## src/common/flash_pkg.sv

```systemverilog
package flash_pkg;

    // opcodes used by the configuration sequence
    typedef enum logic [7:0] {
        WRITE_ENABLE   = 8'h06,
        WRITE_EXT_ADDR = 8'hC5, // one data byte follows the opcode
        READ           = 8'h03  // 24-bit address follows, then data
    } flash_opcode_e;

    localparam int FLASH_ADDR_W = 24;

    // with the extended address register at 1 these land in the upper 16 MB
    localparam logic [FLASH_ADDR_W-1:0] SYNC_FLASH_ADDR  = 24'h00_0000; // 0100_0000h
    localparam logic [FLASH_ADDR_W-1:0] ASYNC_FLASH_ADDR = 24'h2E_0000; // 012E_0000h

    // value written to the extended address register
    localparam logic [7:0] EXT_ADDR_HIGH = 8'h01;
    localparam logic [7:0] EXT_ADDR_LOW  = 8'h00;

    // command buffer
    localparam int WBUF_DEPTH  = 128;
    localparam int WBUF_ADDR_W = 7;
    localparam int WBUF_DATA_W = 32;
    localparam int WBUF_BIT_W  = 5;  // bit index inside one buffer word

    // transfer length, stored as number of bits minus one
    localparam int NBITS_W = 12;

    // bit counts of the commands the sequencer sends
    localparam logic [NBITS_W-1:0] WREN_NBITS     = 12'd7;
    localparam logic [NBITS_W-1:0] EXT_ADDR_NBITS = 12'd15;

    // image length in bits, must fit in NBITS_W
    localparam int BITSTREAM_BITS = 512;

endpackage

```

## src/common/chan_cfg_pkg.sv

```systemverilog
package chan_cfg_pkg;

    localparam int N_CHAN = 5; // channel FPGAs sharing progb, cclk and din

    // program pulse, counted once initb is seen all low
    localparam int PROG_PULSE_CYCLES = 16;
    localparam int PULSE_CNT_W       = $clog2(PROG_PULSE_CYCLES);

    typedef enum logic [3:0] {
        IDLE          = 4'd0,
        STORE_CMD1    = 4'd1,  // write enable
        LOAD1         = 4'd2,
        STORE_CMD2    = 4'd3,  // extended address = 1
        LOAD2         = 4'd4,
        STORE_CMD3    = 4'd5,  // read of the selected image
        START         = 4'd6,
        INIT1         = 4'd7,
        INIT2         = 4'd8,
        LOAD3         = 4'd9,
        WAIT_FOR_DONE = 4'd10,
        STORE_CMD4    = 4'd11, // write enable
        LOAD4         = 4'd12,
        STORE_CMD5    = 4'd13, // extended address = 0
        LOAD5         = 4'd14,
        DONE          = 4'd15
    } prog_state_e;

endpackage

```

## src/common/flash_cmd_if.sv

```systemverilog
`timescale 1ns/1ps

interface flash_cmd_if;
    import flash_pkg::*;

    // sequencer side
    logic                   store_flash_command;
    logic [WBUF_ADDR_W-1:0] wbuf_address;
    logic [WBUF_DATA_W-1:0] flash_command;
    logic [NBITS_W-1:0]     flash_wr_nbits;  // bits to send minus one
    logic                   send_write_command;
    logic                   read_bitstream;
    logic                   prog_chan_in_progress;

    // flash side
    logic                   end_write_command;
    logic                   end_bitstream;
    logic                   bitstream;
    logic                   bitstream_valid;

    modport seq (
        output store_flash_command, wbuf_address, flash_command, flash_wr_nbits,
        output send_write_command, read_bitstream, prog_chan_in_progress,
        input  end_write_command, end_bitstream, bitstream, bitstream_valid
    );

    modport flash (
        input  store_flash_command, wbuf_address, flash_command, flash_wr_nbits,
        input  send_write_command, read_bitstream, prog_chan_in_progress,
        output end_write_command, end_bitstream, bitstream, bitstream_valid
    );

endinterface

```

## src/design/prog_channels/prog_channels.sv

```systemverilog
`timescale 1ns/1ps

module prog_channels (
    input  logic                              clk,
    input  logic                              reset,
    input  logic                              async_mode,      // selects the async image
    input  logic                              prog_chan_start, // level, held until done
    input  logic [chan_cfg_pkg::N_CHAN-1:0]   initb,
    input  logic [chan_cfg_pkg::N_CHAN-1:0]   prog_done,
    output logic                              c_progb,
    output logic                              c_clk,
    output logic                              c_din,
    output logic                              prog_chan_done,
    output logic                              async_channels,  // image that was loaded
    output chan_cfg_pkg::prog_state_e         state,
    flash_cmd_if.seq                          cmd
);
    import flash_pkg::*;
    import chan_cfg_pkg::*;

    logic [N_CHAN-1:0]      initb_sync;
    logic [N_CHAN-1:0]      prog_done_sync;
    logic [PULSE_CNT_W-1:0] pulse_cnt;
    logic                   cclk_en;

    // where each command transfer hands over
    function automatic prog_state_e next_after_load(input prog_state_e cur);
        prog_state_e nxt;
        case (cur)
            LOAD1:   nxt = STORE_CMD2;
            LOAD2:   nxt = STORE_CMD3;
            LOAD4:   nxt = STORE_CMD5;
            default: nxt = DONE;
        endcase
        return nxt;
    endfunction

    always_ff @(posedge clk) begin
        initb_sync     <= initb;
        prog_done_sync <= prog_done;
    end

    // data goes out one cycle behind the flash, the clock only on image bits
    always_ff @(posedge clk) begin
        c_din <= cmd.bitstream_valid ? cmd.bitstream : 1'b1;
    end

    always_ff @(posedge clk) begin
        if (reset) begin
            cclk_en <= 1'b0;
        end else begin
            cclk_en <= cmd.bitstream_valid;
        end
    end

    assign c_clk = cclk_en & ~clk; // rises mid-cycle, c_din is stable there

    always_ff @(posedge clk) begin
        if (reset) begin
            state                     <= IDLE;
            c_progb                   <= 1'b1;
            prog_chan_done            <= 1'b0;
            async_channels            <= 1'b0;
            pulse_cnt                 <= '0;
            cmd.store_flash_command   <= 1'b0;
            cmd.send_write_command    <= 1'b0;
            cmd.read_bitstream        <= 1'b0;
            cmd.prog_chan_in_progress <= 1'b0;
        end else begin
            cmd.store_flash_command <= 1'b0;
            cmd.wbuf_address        <= '0; // every command fits in word 0

            case (state)
                IDLE: begin
                    cmd.prog_chan_in_progress <= 1'b0;
                    if (prog_chan_start) begin
                        state <= STORE_CMD1;
                    end
                end

                STORE_CMD1: begin
                    cmd.prog_chan_in_progress <= 1'b1;
                    prog_chan_done            <= 1'b0;
                    cmd.store_flash_command   <= 1'b1;
                    cmd.flash_command         <= {WRITE_ENABLE, 24'h00_0000};
                    cmd.flash_wr_nbits        <= WREN_NBITS;
                    state                     <= LOAD1;
                end

                STORE_CMD2: begin
                    cmd.store_flash_command <= 1'b1;
                    cmd.flash_command       <= {WRITE_EXT_ADDR, EXT_ADDR_HIGH, 16'h0000};
                    cmd.flash_wr_nbits      <= EXT_ADDR_NBITS;
                    state                   <= LOAD2;
                end

                STORE_CMD3: begin
                    cmd.store_flash_command <= 1'b1;
                    if (async_mode) begin
                        cmd.flash_command <= {READ, ASYNC_FLASH_ADDR};
                    end else begin
                        cmd.flash_command <= {READ, SYNC_FLASH_ADDR};
                    end
                    c_progb <= 1'b0; // program pulse starts with START
                    state   <= START;
                end

                // command transfers, request held until the end pulse
                LOAD1, LOAD2, LOAD4, LOAD5: begin
                    cmd.send_write_command <= ~cmd.end_write_command;
                    if (cmd.end_write_command) begin
                        state <= next_after_load(state);
                    end
                end

                START: begin
                    pulse_cnt <= '0;
                    if (initb_sync == '0) begin // all channels cleared
                        state <= INIT1;
                    end
                end

                INIT1: begin
                    // keep progb low long enough for Tprogram
                    if (pulse_cnt == PULSE_CNT_W'(PROG_PULSE_CYCLES - 1)) begin
                        c_progb <= 1'b1;
                        state   <= INIT2;
                    end else begin
                        pulse_cnt <= pulse_cnt + 1'b1;
                    end
                end

                INIT2: begin
                    if (initb_sync == '1) begin // all channels ready for data
                        state <= LOAD3;
                    end
                end

                LOAD3: begin
                    cmd.read_bitstream <= ~cmd.end_bitstream;
                    if (cmd.end_bitstream) begin
                        state <= WAIT_FOR_DONE;
                    end
                end

                WAIT_FOR_DONE: begin
                    if (prog_done_sync == '1) begin
                        state <= STORE_CMD4;
                    end
                end

                STORE_CMD4: begin
                    cmd.store_flash_command <= 1'b1;
                    cmd.flash_command       <= {WRITE_ENABLE, 24'h00_0000};
                    cmd.flash_wr_nbits      <= WREN_NBITS;
                    state                   <= LOAD4;
                end

                STORE_CMD5: begin
                    // put the extended address back for the next reader of the flash
                    cmd.store_flash_command <= 1'b1;
                    cmd.flash_command       <= {WRITE_EXT_ADDR, EXT_ADDR_LOW, 16'h0000};
                    cmd.flash_wr_nbits      <= EXT_ADDR_NBITS;
                    state                   <= LOAD5;
                end

                DONE: begin
                    cmd.prog_chan_in_progress <= 1'b0;
                    prog_chan_done            <= 1'b1;
                    async_channels            <= async_mode;
                    if (!prog_chan_start) begin // wait for the start level to drop
                        state <= IDLE;
                    end
                end
            endcase
        end
    end

endmodule

```

## src/design/spi_flash_intf/spi_flash_intf.sv

```systemverilog
`timescale 1ns/1ps

module spi_flash_intf (
    input  logic        clk,
    input  logic        reset,
    input  logic        spi_miso,
    output logic        spi_cs_n,
    output logic        spi_sck,
    output logic        spi_mosi,
    flash_cmd_if.flash  cmd
);
    import flash_pkg::*;

    typedef enum logic [1:0] {
        IDLE,
        SEND,   // opcode, address and data out on mosi
        READ,   // image bits in on miso
        FINISH
    } eng_state_e;

    eng_state_e             eng_state;
    logic [WBUF_DATA_W-1:0] wbuf [WBUF_DEPTH];
    logic [WBUF_DATA_W-1:0] next_word;
    logic [WBUF_DATA_W-1:0] shreg;
    logic [WBUF_ADDR_W-1:0] word_ptr;  // next word to load
    logic [NBITS_W-1:0]     bit_cnt;
    logic [NBITS_W-1:0]     last_bit;
    logic                   read_mode;
    logic                   write_q;
    logic                   read_q;
    logic                   write_rise;
    logic                   read_rise;

    always_ff @(posedge clk) begin
        if (cmd.store_flash_command && cmd.prog_chan_in_progress) begin
            wbuf[cmd.wbuf_address] <= cmd.flash_command;
        end
    end

    assign next_word = wbuf[word_ptr];

    // a request held high after its end pulse must not restart
    always_ff @(posedge clk) begin
        if (reset) begin
            write_q <= 1'b0;
            read_q  <= 1'b0;
        end else begin
            write_q <= cmd.send_write_command;
            read_q  <= cmd.read_bitstream;
        end
    end

    assign write_rise = cmd.send_write_command & ~write_q & cmd.prog_chan_in_progress;
    assign read_rise  = cmd.read_bitstream & ~read_q & cmd.prog_chan_in_progress;

    assign spi_sck = ~clk & ~spi_cs_n; // flash samples mosi mid-cycle

    always_ff @(posedge clk) begin
        if (reset) begin
            eng_state             <= IDLE;
            spi_cs_n              <= 1'b1;
            spi_mosi              <= 1'b0;
            word_ptr              <= '0;
            read_mode             <= 1'b0;
            cmd.end_write_command <= 1'b0;
            cmd.end_bitstream     <= 1'b0;
            cmd.bitstream_valid   <= 1'b0;
        end else begin
            cmd.end_write_command <= 1'b0;
            cmd.end_bitstream     <= 1'b0;
            cmd.bitstream_valid   <= 1'b0;

            case (eng_state)
                IDLE: begin
                    if (write_rise || read_rise) begin
                        eng_state <= SEND;
                        spi_cs_n  <= 1'b0;
                        read_mode <= read_rise;
                        // a read always sends the whole first word
                        last_bit  <= read_rise ? NBITS_W'(WBUF_DATA_W - 1) : cmd.flash_wr_nbits;
                        spi_mosi  <= next_word[WBUF_DATA_W-1];
                        shreg     <= {next_word[WBUF_DATA_W-2:0], 1'b0};
                        word_ptr  <= word_ptr + 1'b1;
                        bit_cnt   <= '0;
                    end
                end

                SEND: begin
                    if (bit_cnt == last_bit) begin
                        spi_mosi <= 1'b0;
                        bit_cnt  <= '0;
                        if (read_mode) begin
                            eng_state <= READ;
                        end else begin
                            eng_state             <= FINISH;
                            spi_cs_n              <= 1'b1;
                            cmd.end_write_command <= 1'b1;
                        end
                    end else begin
                        bit_cnt <= bit_cnt + 1'b1;
                        if (bit_cnt[WBUF_BIT_W-1:0] == '1) begin // word boundary
                            spi_mosi <= next_word[WBUF_DATA_W-1];
                            shreg    <= {next_word[WBUF_DATA_W-2:0], 1'b0};
                            word_ptr <= word_ptr + 1'b1;
                        end else begin
                            spi_mosi <= shreg[WBUF_DATA_W-1];
                            shreg    <= {shreg[WBUF_DATA_W-2:0], 1'b0};
                        end
                    end
                end

                READ: begin
                    cmd.bitstream       <= spi_miso; // flash drove it after the falling sck
                    cmd.bitstream_valid <= 1'b1;
                    if (bit_cnt == NBITS_W'(BITSTREAM_BITS - 1)) begin
                        eng_state <= FINISH;
                        spi_cs_n  <= 1'b1;
                    end else begin
                        bit_cnt <= bit_cnt + 1'b1;
                    end
                end

                FINISH: begin
                    // read end waits until the last image bit has been presented
                    cmd.end_bitstream <= read_mode;
                    word_ptr          <= '0;
                    eng_state         <= IDLE;
                end

                default: eng_state <= IDLE;
            endcase
        end
    end

endmodule

```

## src/design/chan_config_top.sv

```systemverilog
`timescale 1ns/1ps

module chan_config_top (
    input  logic       clk,
    input  logic       reset,
    input  logic       async_mode,
    input  logic       prog_chan_start,
    input  logic [4:0] initb,
    input  logic [4:0] prog_done,
    input  logic       spi_miso,
    output logic       c_progb,
    output logic       c_clk,
    output logic       c_din,
    output logic       spi_cs_n,
    output logic       spi_sck,
    output logic       spi_mosi,
    output logic       prog_chan_done,
    output logic       async_channels,
    output logic [3:0] status    // sequencer state
);

    flash_cmd_if cmd ();

    prog_channels u_prog_channels (
        .clk             (clk),
        .reset           (reset),
        .async_mode      (async_mode),
        .prog_chan_start (prog_chan_start),
        .initb           (initb),
        .prog_done       (prog_done),
        .c_progb         (c_progb),
        .c_clk           (c_clk),
        .c_din           (c_din),
        .prog_chan_done  (prog_chan_done),
        .async_channels  (async_channels),
        .state           (status),
        .cmd             (cmd.seq)
    );

    spi_flash_intf u_spi_flash_intf (
        .clk      (clk),
        .reset    (reset),
        .spi_miso (spi_miso),
        .spi_cs_n (spi_cs_n),
        .spi_sck  (spi_sck),
        .spi_mosi (spi_mosi),
        .cmd      (cmd.flash)
    );

endmodule

```

## config.mk

```make
export PLATFORM = sky130hd
export DESIGN_NAME = chan_config_top
export DESIGN_NICKNAME = d
export VERILOG_FILES = /design/src/common/flash_pkg.sv /design/src/common/chan_cfg_pkg.sv /design/src/common/flash_cmd_if.sv /design/src/design/prog_channels/prog_channels.sv /design/src/design/spi_flash_intf/spi_flash_intf.sv /design/src/design/chan_config_top.sv
export SDC_FILE = /design/constraint.sdc
export NUM_CORES = 1
export LEC_CHECK = 0
export ABC_AREA = 1
export BUFFER_PORTS_ARGS = -buffer_cell sky130_fd_sc_hd__buf_4
export CORE_ASPECT_RATIO = 0.8
export CORE_UTILIZATION = 59
export CTS_CLUSTER_DIAMETER = 200
export CTS_CLUSTER_SIZE = 40
export DETAILED_ROUTE_END_ITERATION = 10
export HOLD_SLACK_MARGIN = 0.08
export PLACE_DENSITY = 0.82
export SLEW_MARGIN = 25
export SYNTH_ARGS = -nofsm -noshare
export SYNTH_HDL_FRONTEND = slang
export SYNTH_SLANG_ARGS = --single-unit
```

## constraint.sdc

```tcl
create_clock -name clk -period 3.22 [get_ports clk]
set_input_delay 0.483 -clock clk [delete_from_list [all_inputs] [get_ports clk]]
set_output_delay 0.483 -clock clk [all_outputs]
set_load 0.005 [all_outputs]
```

# [Word-level counts from Yosys, hierarchy flattened]
# Memories as Yosys holds them, arrays and structs flattened. A register that Yosys moved wholly into a read port is not among the register bits.
# Index checks and enable logic that the tools add are counted.
[totals] regBits=145 ram_bits=4096 inputBits=15 out_inout_bits=12 wordCells=176 memories=1
[mem_list] name="u_spi_flash_intf.wbuf" words=128 width=32 rd=1 rd_ports_with_merged_regs=1 wr=1 line="spi_flash_intf.sv:22" text="logic [WBUF_DATA_W-1:0] wbuf [WBUF_DEPTH];"
[classes] add_sub_neg=3 eq_ne=40 mux=52 bitwise=16 n_reduce_logical=35
[ops] op="32-bit case mux with 4 select lines" count=1
[ops] op="32-bit two-way mux" count=3
[ops] op="32-bit case mux with 2 select lines" count=1
[ops] op="4-bit case mux with 13 select lines" count=1
[ops] op="4-bit equality test, second input constant" count=9
[ops] op="12-bit two-way mux" count=3
[ops] op="4-bit two-way mux" count=9
[ops] op="12-bit case mux with 3 select lines" count=1
[ops] op="7-bit two-way mux" count=5
[ops] op="12-bit case mux with 2 select lines" count=1
[ops] op="22-bit two-way mux" count=1
[ops] op="7-bit case mux with 3 select lines" count=1
[ops] op="2-bit by 1-bit != test with 1-bit output, second input constant" count=10
[ops] op="4-bit by 3-bit equality test with 1-bit output, second input constant" count=4
[ops] op="5-bit equality test, second input constant" count=3
[ops] op="1-bit two-way mux" count=14
[ops] op="2-bit AND reduction" count=7
[ops] op="12-bit by 1-bit adder with 12-bit output, second input constant" count=1
[ops] op="12-bit equality test" count=1
[ops] op="12-bit by 9-bit equality test with 1-bit output, second input constant" count=1
[ops] op="2-bit != test, second input constant" count=6
[ops] op="4-bit case mux with 3 select lines" count=1
[ops] op="4-bit AND reduction" count=3
[ops] op="2-bit nonzero test" count=6
[ops] op="27 further kinds" count=53

# [Logic depth before layout (Yosys ltp)]
[logic_depth] word_depth=8 depth_mapped=12 ltp_nobuf=11

# [Modules after synthesis]
# Synthesis repeated with hierarchy kept, for this count alone.
[hier_totals] hier_cells=13694 area_unflattened_um2=168480.3
[modules_own_cells] module="spi_flash_intf" n_inst=1 cells_each=13476 area_each_um2=166721.1 seq_area_each_um2=125160.0
[modules_own_cells] module="prog_channels" n_inst=1 cells_each=218 area_each_um2=1759.2 seq_area_each_um2=750.7

==> impl_results.md <==
- WHS Endpoint: u_prog_channels.prog_done_sync[0]$_DFF_P_
- Worst r2r path cells: 8
- Pwr dens: 659.2 nW/µm²
- FP Rows: 24
- Mapped cell area: 3548 µm²
- Remaining Overflow, GRT: 0
- Post-detail-place hpwl: 4535 µm
- Sequential share of power: 48.6%
- Hold Buf Count CTS: 0
- Status: completed
- Die X: 88.71 µm
- Post-CTS Setup Bufs: 0
- Post-route insts no fill: 518
- Post-Route WL: 6733 µm
- Slowest cell on crit path: clkbuf_8
- PortBufs: 26
- Syn-to-layout area delta: 14.81%
- Final Cell Area: 4074 µm²
- Largest net degree at the start of global routing: 26
- Average wire per standard cell: 13.00 µm
- Placed insts: 497
- Endpoints failing setup: 0
- Comb power frac: 20.0%
- CTS tree: yes
- Sw Share: 30.27%
- Worst r2r dst: u_spi_flash_intf.shreg[18]$_DFFE_PP_
- CP Max Fanout: 2
- Tot GR Track Use: 24.18%
- RR Startpoint: u_spi_flash_intf.bit_cnt[0]$_DFFE_PP_
- Pins over their slew limit: 0
- Vias in the first global route: 2597
- Sequential Area: 2032 µm²
- Fraction of layout cells with a size suffix above 1: 16.59%
- Nature of the critical path startpoint: clock port
- CP max stage delay: 0.13 ns
- Top Ports: 27
- Worst Setup End Kind: primary output
- Final ANT Viol Nets: 0
- Required @ worst endpoint: 2.74 ns
- Die height: 71.37 µm
- Hold depth: 1
- Crit Path Category: clock port to primary output
- ANT cells: 0
- Unrepaired setup endpoints after global routing: false
- Hold_ws: 0.1303 ns
- First-pass GRT wire length: 11170 µm
- Setup slack, reg-to-reg: 1.03 ns
- Area after DPL: 3824 µm²
- Leakage power: 1.728 nW
- Latest clock arrival within the worst-skew pair: 0.45 ns
- Starting density of the core: 63.19%
- Footprint of the multi-input gates: 1281 µm²
- Net Sw Power: 0.0008131 W
- Min-delay src: prog_done[0]
- Post-synth net total: 421
- Internal: 0.001873 W
- Via count: 2719
- Netlist cell types: 33
- Final Net Count: 458
- Cell depth of the worst setup path: 4
- Path type of the worst min-delay path: input port to flop
- GPL Wtd Cong: 0.9084
- WP buf/inv: 3
- Setup tns final: 0 ns
- Critical path arrival: 2.06 ns
- Sequential fraction of the synthesis area: 57.26%
- Hold Vio Cnt, Final: 0
- DRT iter0 DRCs: 192
- Worst-path clk slew: 0.08 ns
- Peak VDD IR: 0.3904 mV
- Relative slew slack: 63.31%
- First-pass DRT Iterations: 5
- Worst setup margin: 0.6759 ns
- Crit-path leading delay family: buffers and inverters
- Crit path cell chain: clkbuf_8, clkbuf_8, nor2_1, buf_4
- CP dominant cell by count: clkbuf_8
- Post-CTS sizing: 0
- DR DRC count: 0
- Yosys warns: 0
- Worst-margin pin slew: 0.5503 ns
- Yosys reg bits: 80
- Vias per cell: 5.249
- Syn_area_per_cell: 8.938 µm²
- Initial antenna violation count: 0
- Gate Count Post-Synth: 397
- Area of the die: 6330 µm²
- Clock Power Share: 31.4%
- Core ar.: 5615 µm²
- DP Worst Slack: 0.9435 ns
- Max-cap viol count: 0
- Fill count: 440
- Setup Skew: 0.01059 ns
flip-flops by register name, indices dropped and copies added (netlist names), 2 cells and up:
signal and count:
u_prog_channels.pulse_cnt 4, u_prog_channels.prog_done_sync 5, u_spi_flash_intf.shreg 15, u_prog_channels.initb_sync 5, u_prog_channels.cmd.flash_command 6, u_spi_flash_intf.wbuf 6, u_prog_channels.state 4, u_spi_flash_intf.eng_state 2
u_spi_flash_intf.bit_cnt 12, u_spi_flash_intf.last_bit 2
power by group through the flow:
| stage | registers (W) | logic (W) | clock network [W] |
|---|---|---|---|
| after floorplan | 0.00130 | 0.000396 | 0.00000193 |
| after global placement | 0.00132 | 0.000514 | 0.00000536 |
| after detailed placement | 0.00132 | 0.000532 | 0.00000536 |
| after CTS | 0.00130 | 0.000540 | 0.000864 |
| after global routing | 0.00132 | 0.000612 | 0.000906 |
| final | 0.00130 | 0.000538 | 0.000844 |
logic make-up (layout without fill, tap and decap cells):
kind of cell	count (synthesis)	count (layout)	synth area share [%]
simple gates	199	199	24.82
flops	80	80	57.26
buf+inv	60	103	6.770
compound gates	45	45	6.912
fa+ha+maj	9	9	3.174
xor+xnor	3	3	0.7406
mux	1	1	0.3173
metrics by stage:
stage	util [%]	power [W]
4_1_cts	72.55	0.002708
2_1_floorplan	-	0.001702
6_report	72.55	0.002686
3_3_place_gp	68.09	0.001839
3_5_place_dp	68.09	0.001862
5_1_grt	72.55	0.002834
worst max path at each step:
| stage | startpoint | end | slack [ns] |
|---|---|---|---|
| after floorplan | u_spi_flash_intf.eng_state[0]$_SDFFE_PP0P_ | u_spi_flash_intf.shreg[17]$_DFFE_PP_ | 0.67 |
| after global placement | clk | c_clk | 0.94 |
| after global routing | clk | spi_sck | 0.65 |
| after CTS | clk | c_clk | 0.67 |
| after detailed placement | clk | c_clk | 0.94 |
| final | clk | c_clk | 0.68 |
area by class of cell:
class | instances | area share (%)
clock buffer | 19 | 5.897
clock inverter | 4 | 0.6143
inverter | 54 | 4.975
multi-input combinational | 257 | 31.45
sequential | 80 | 49.88
tap | 78 | 2.396
timing repair buffer | 26 | 4.791
cell usage after synthesis:
master	number	area, µm²
xor2_1	2	17.52
dfxtp_1	37	740.7
edfxtp_1	43	1291
nand2_2	6	37.54
o311ai_0	1	8.760
nor3_1	11	55.05
nor2_4	1	11.26
mux2_2	1	11.26
o22ai_1	1	6.260
nor2_1	55	206.5
buf_8	1	15.01
ha_1	9	112.6
nor2_2	8	50.05
a21oi_1	23	115.1
and3_1	1	6.260
nand3b_1	3	22.52
buf_4	1	7.510
o21ai_2	1	8.760
nor3b_1	2	15.01
clkbuf_1	4	15.01
nor3b_2	1	12.51
inv_2	4	15.01
nand4_1	5	31.28
xnor2_1	1	8.760
or2_2	2	12.51
o211ai_1	4	30.03
o21ai_0	14	70.07
a31oi_1	1	6.260
or2_0	1	6.260
nand2_1	86	322.8
inv_1	50	187.7
nand3_1	16	80.08
nand2_4	1	11.26
layout by cell type, fill, tap and decap left out, types with 2 or more instances in the layout:
cell type  Yosys  layout
edfxtp_1      43      43
nand2_2        6       6
xor2_1         2       2
clkbuf_8       0      14
nand2_1       86      86
a21oi_1       23      23
buf_4          1      28
o211ai_1       4       4
nand4_1        5       5
nor2_2         8       8
nand3b_1       3       3
nor2_1        55      55
dfxtp_1       37      37
nor3_1        11      10
ha_1           9       9
or2_2          2       2
nor3b_1        2       2
clkbuf_1       4       2
inv_1         50      50
inv_2          4       4
inv_4          0       2
o21ai_0       14      14
nand3_1       16      16
metal layers:
layer | wire length (µm) | global-route usage (%) | vias up
met1 | 2856 | 27.23 | 1230
li1 | - | - | 1372
met2 | 3277 | 39.57 | 102
met4 | 101 | 10.75 | 0
met5 | 0 | 0 | -
met3 | 497 | 10.83 | 15
No activity file was read; power rests on OpenSTA's default activity.
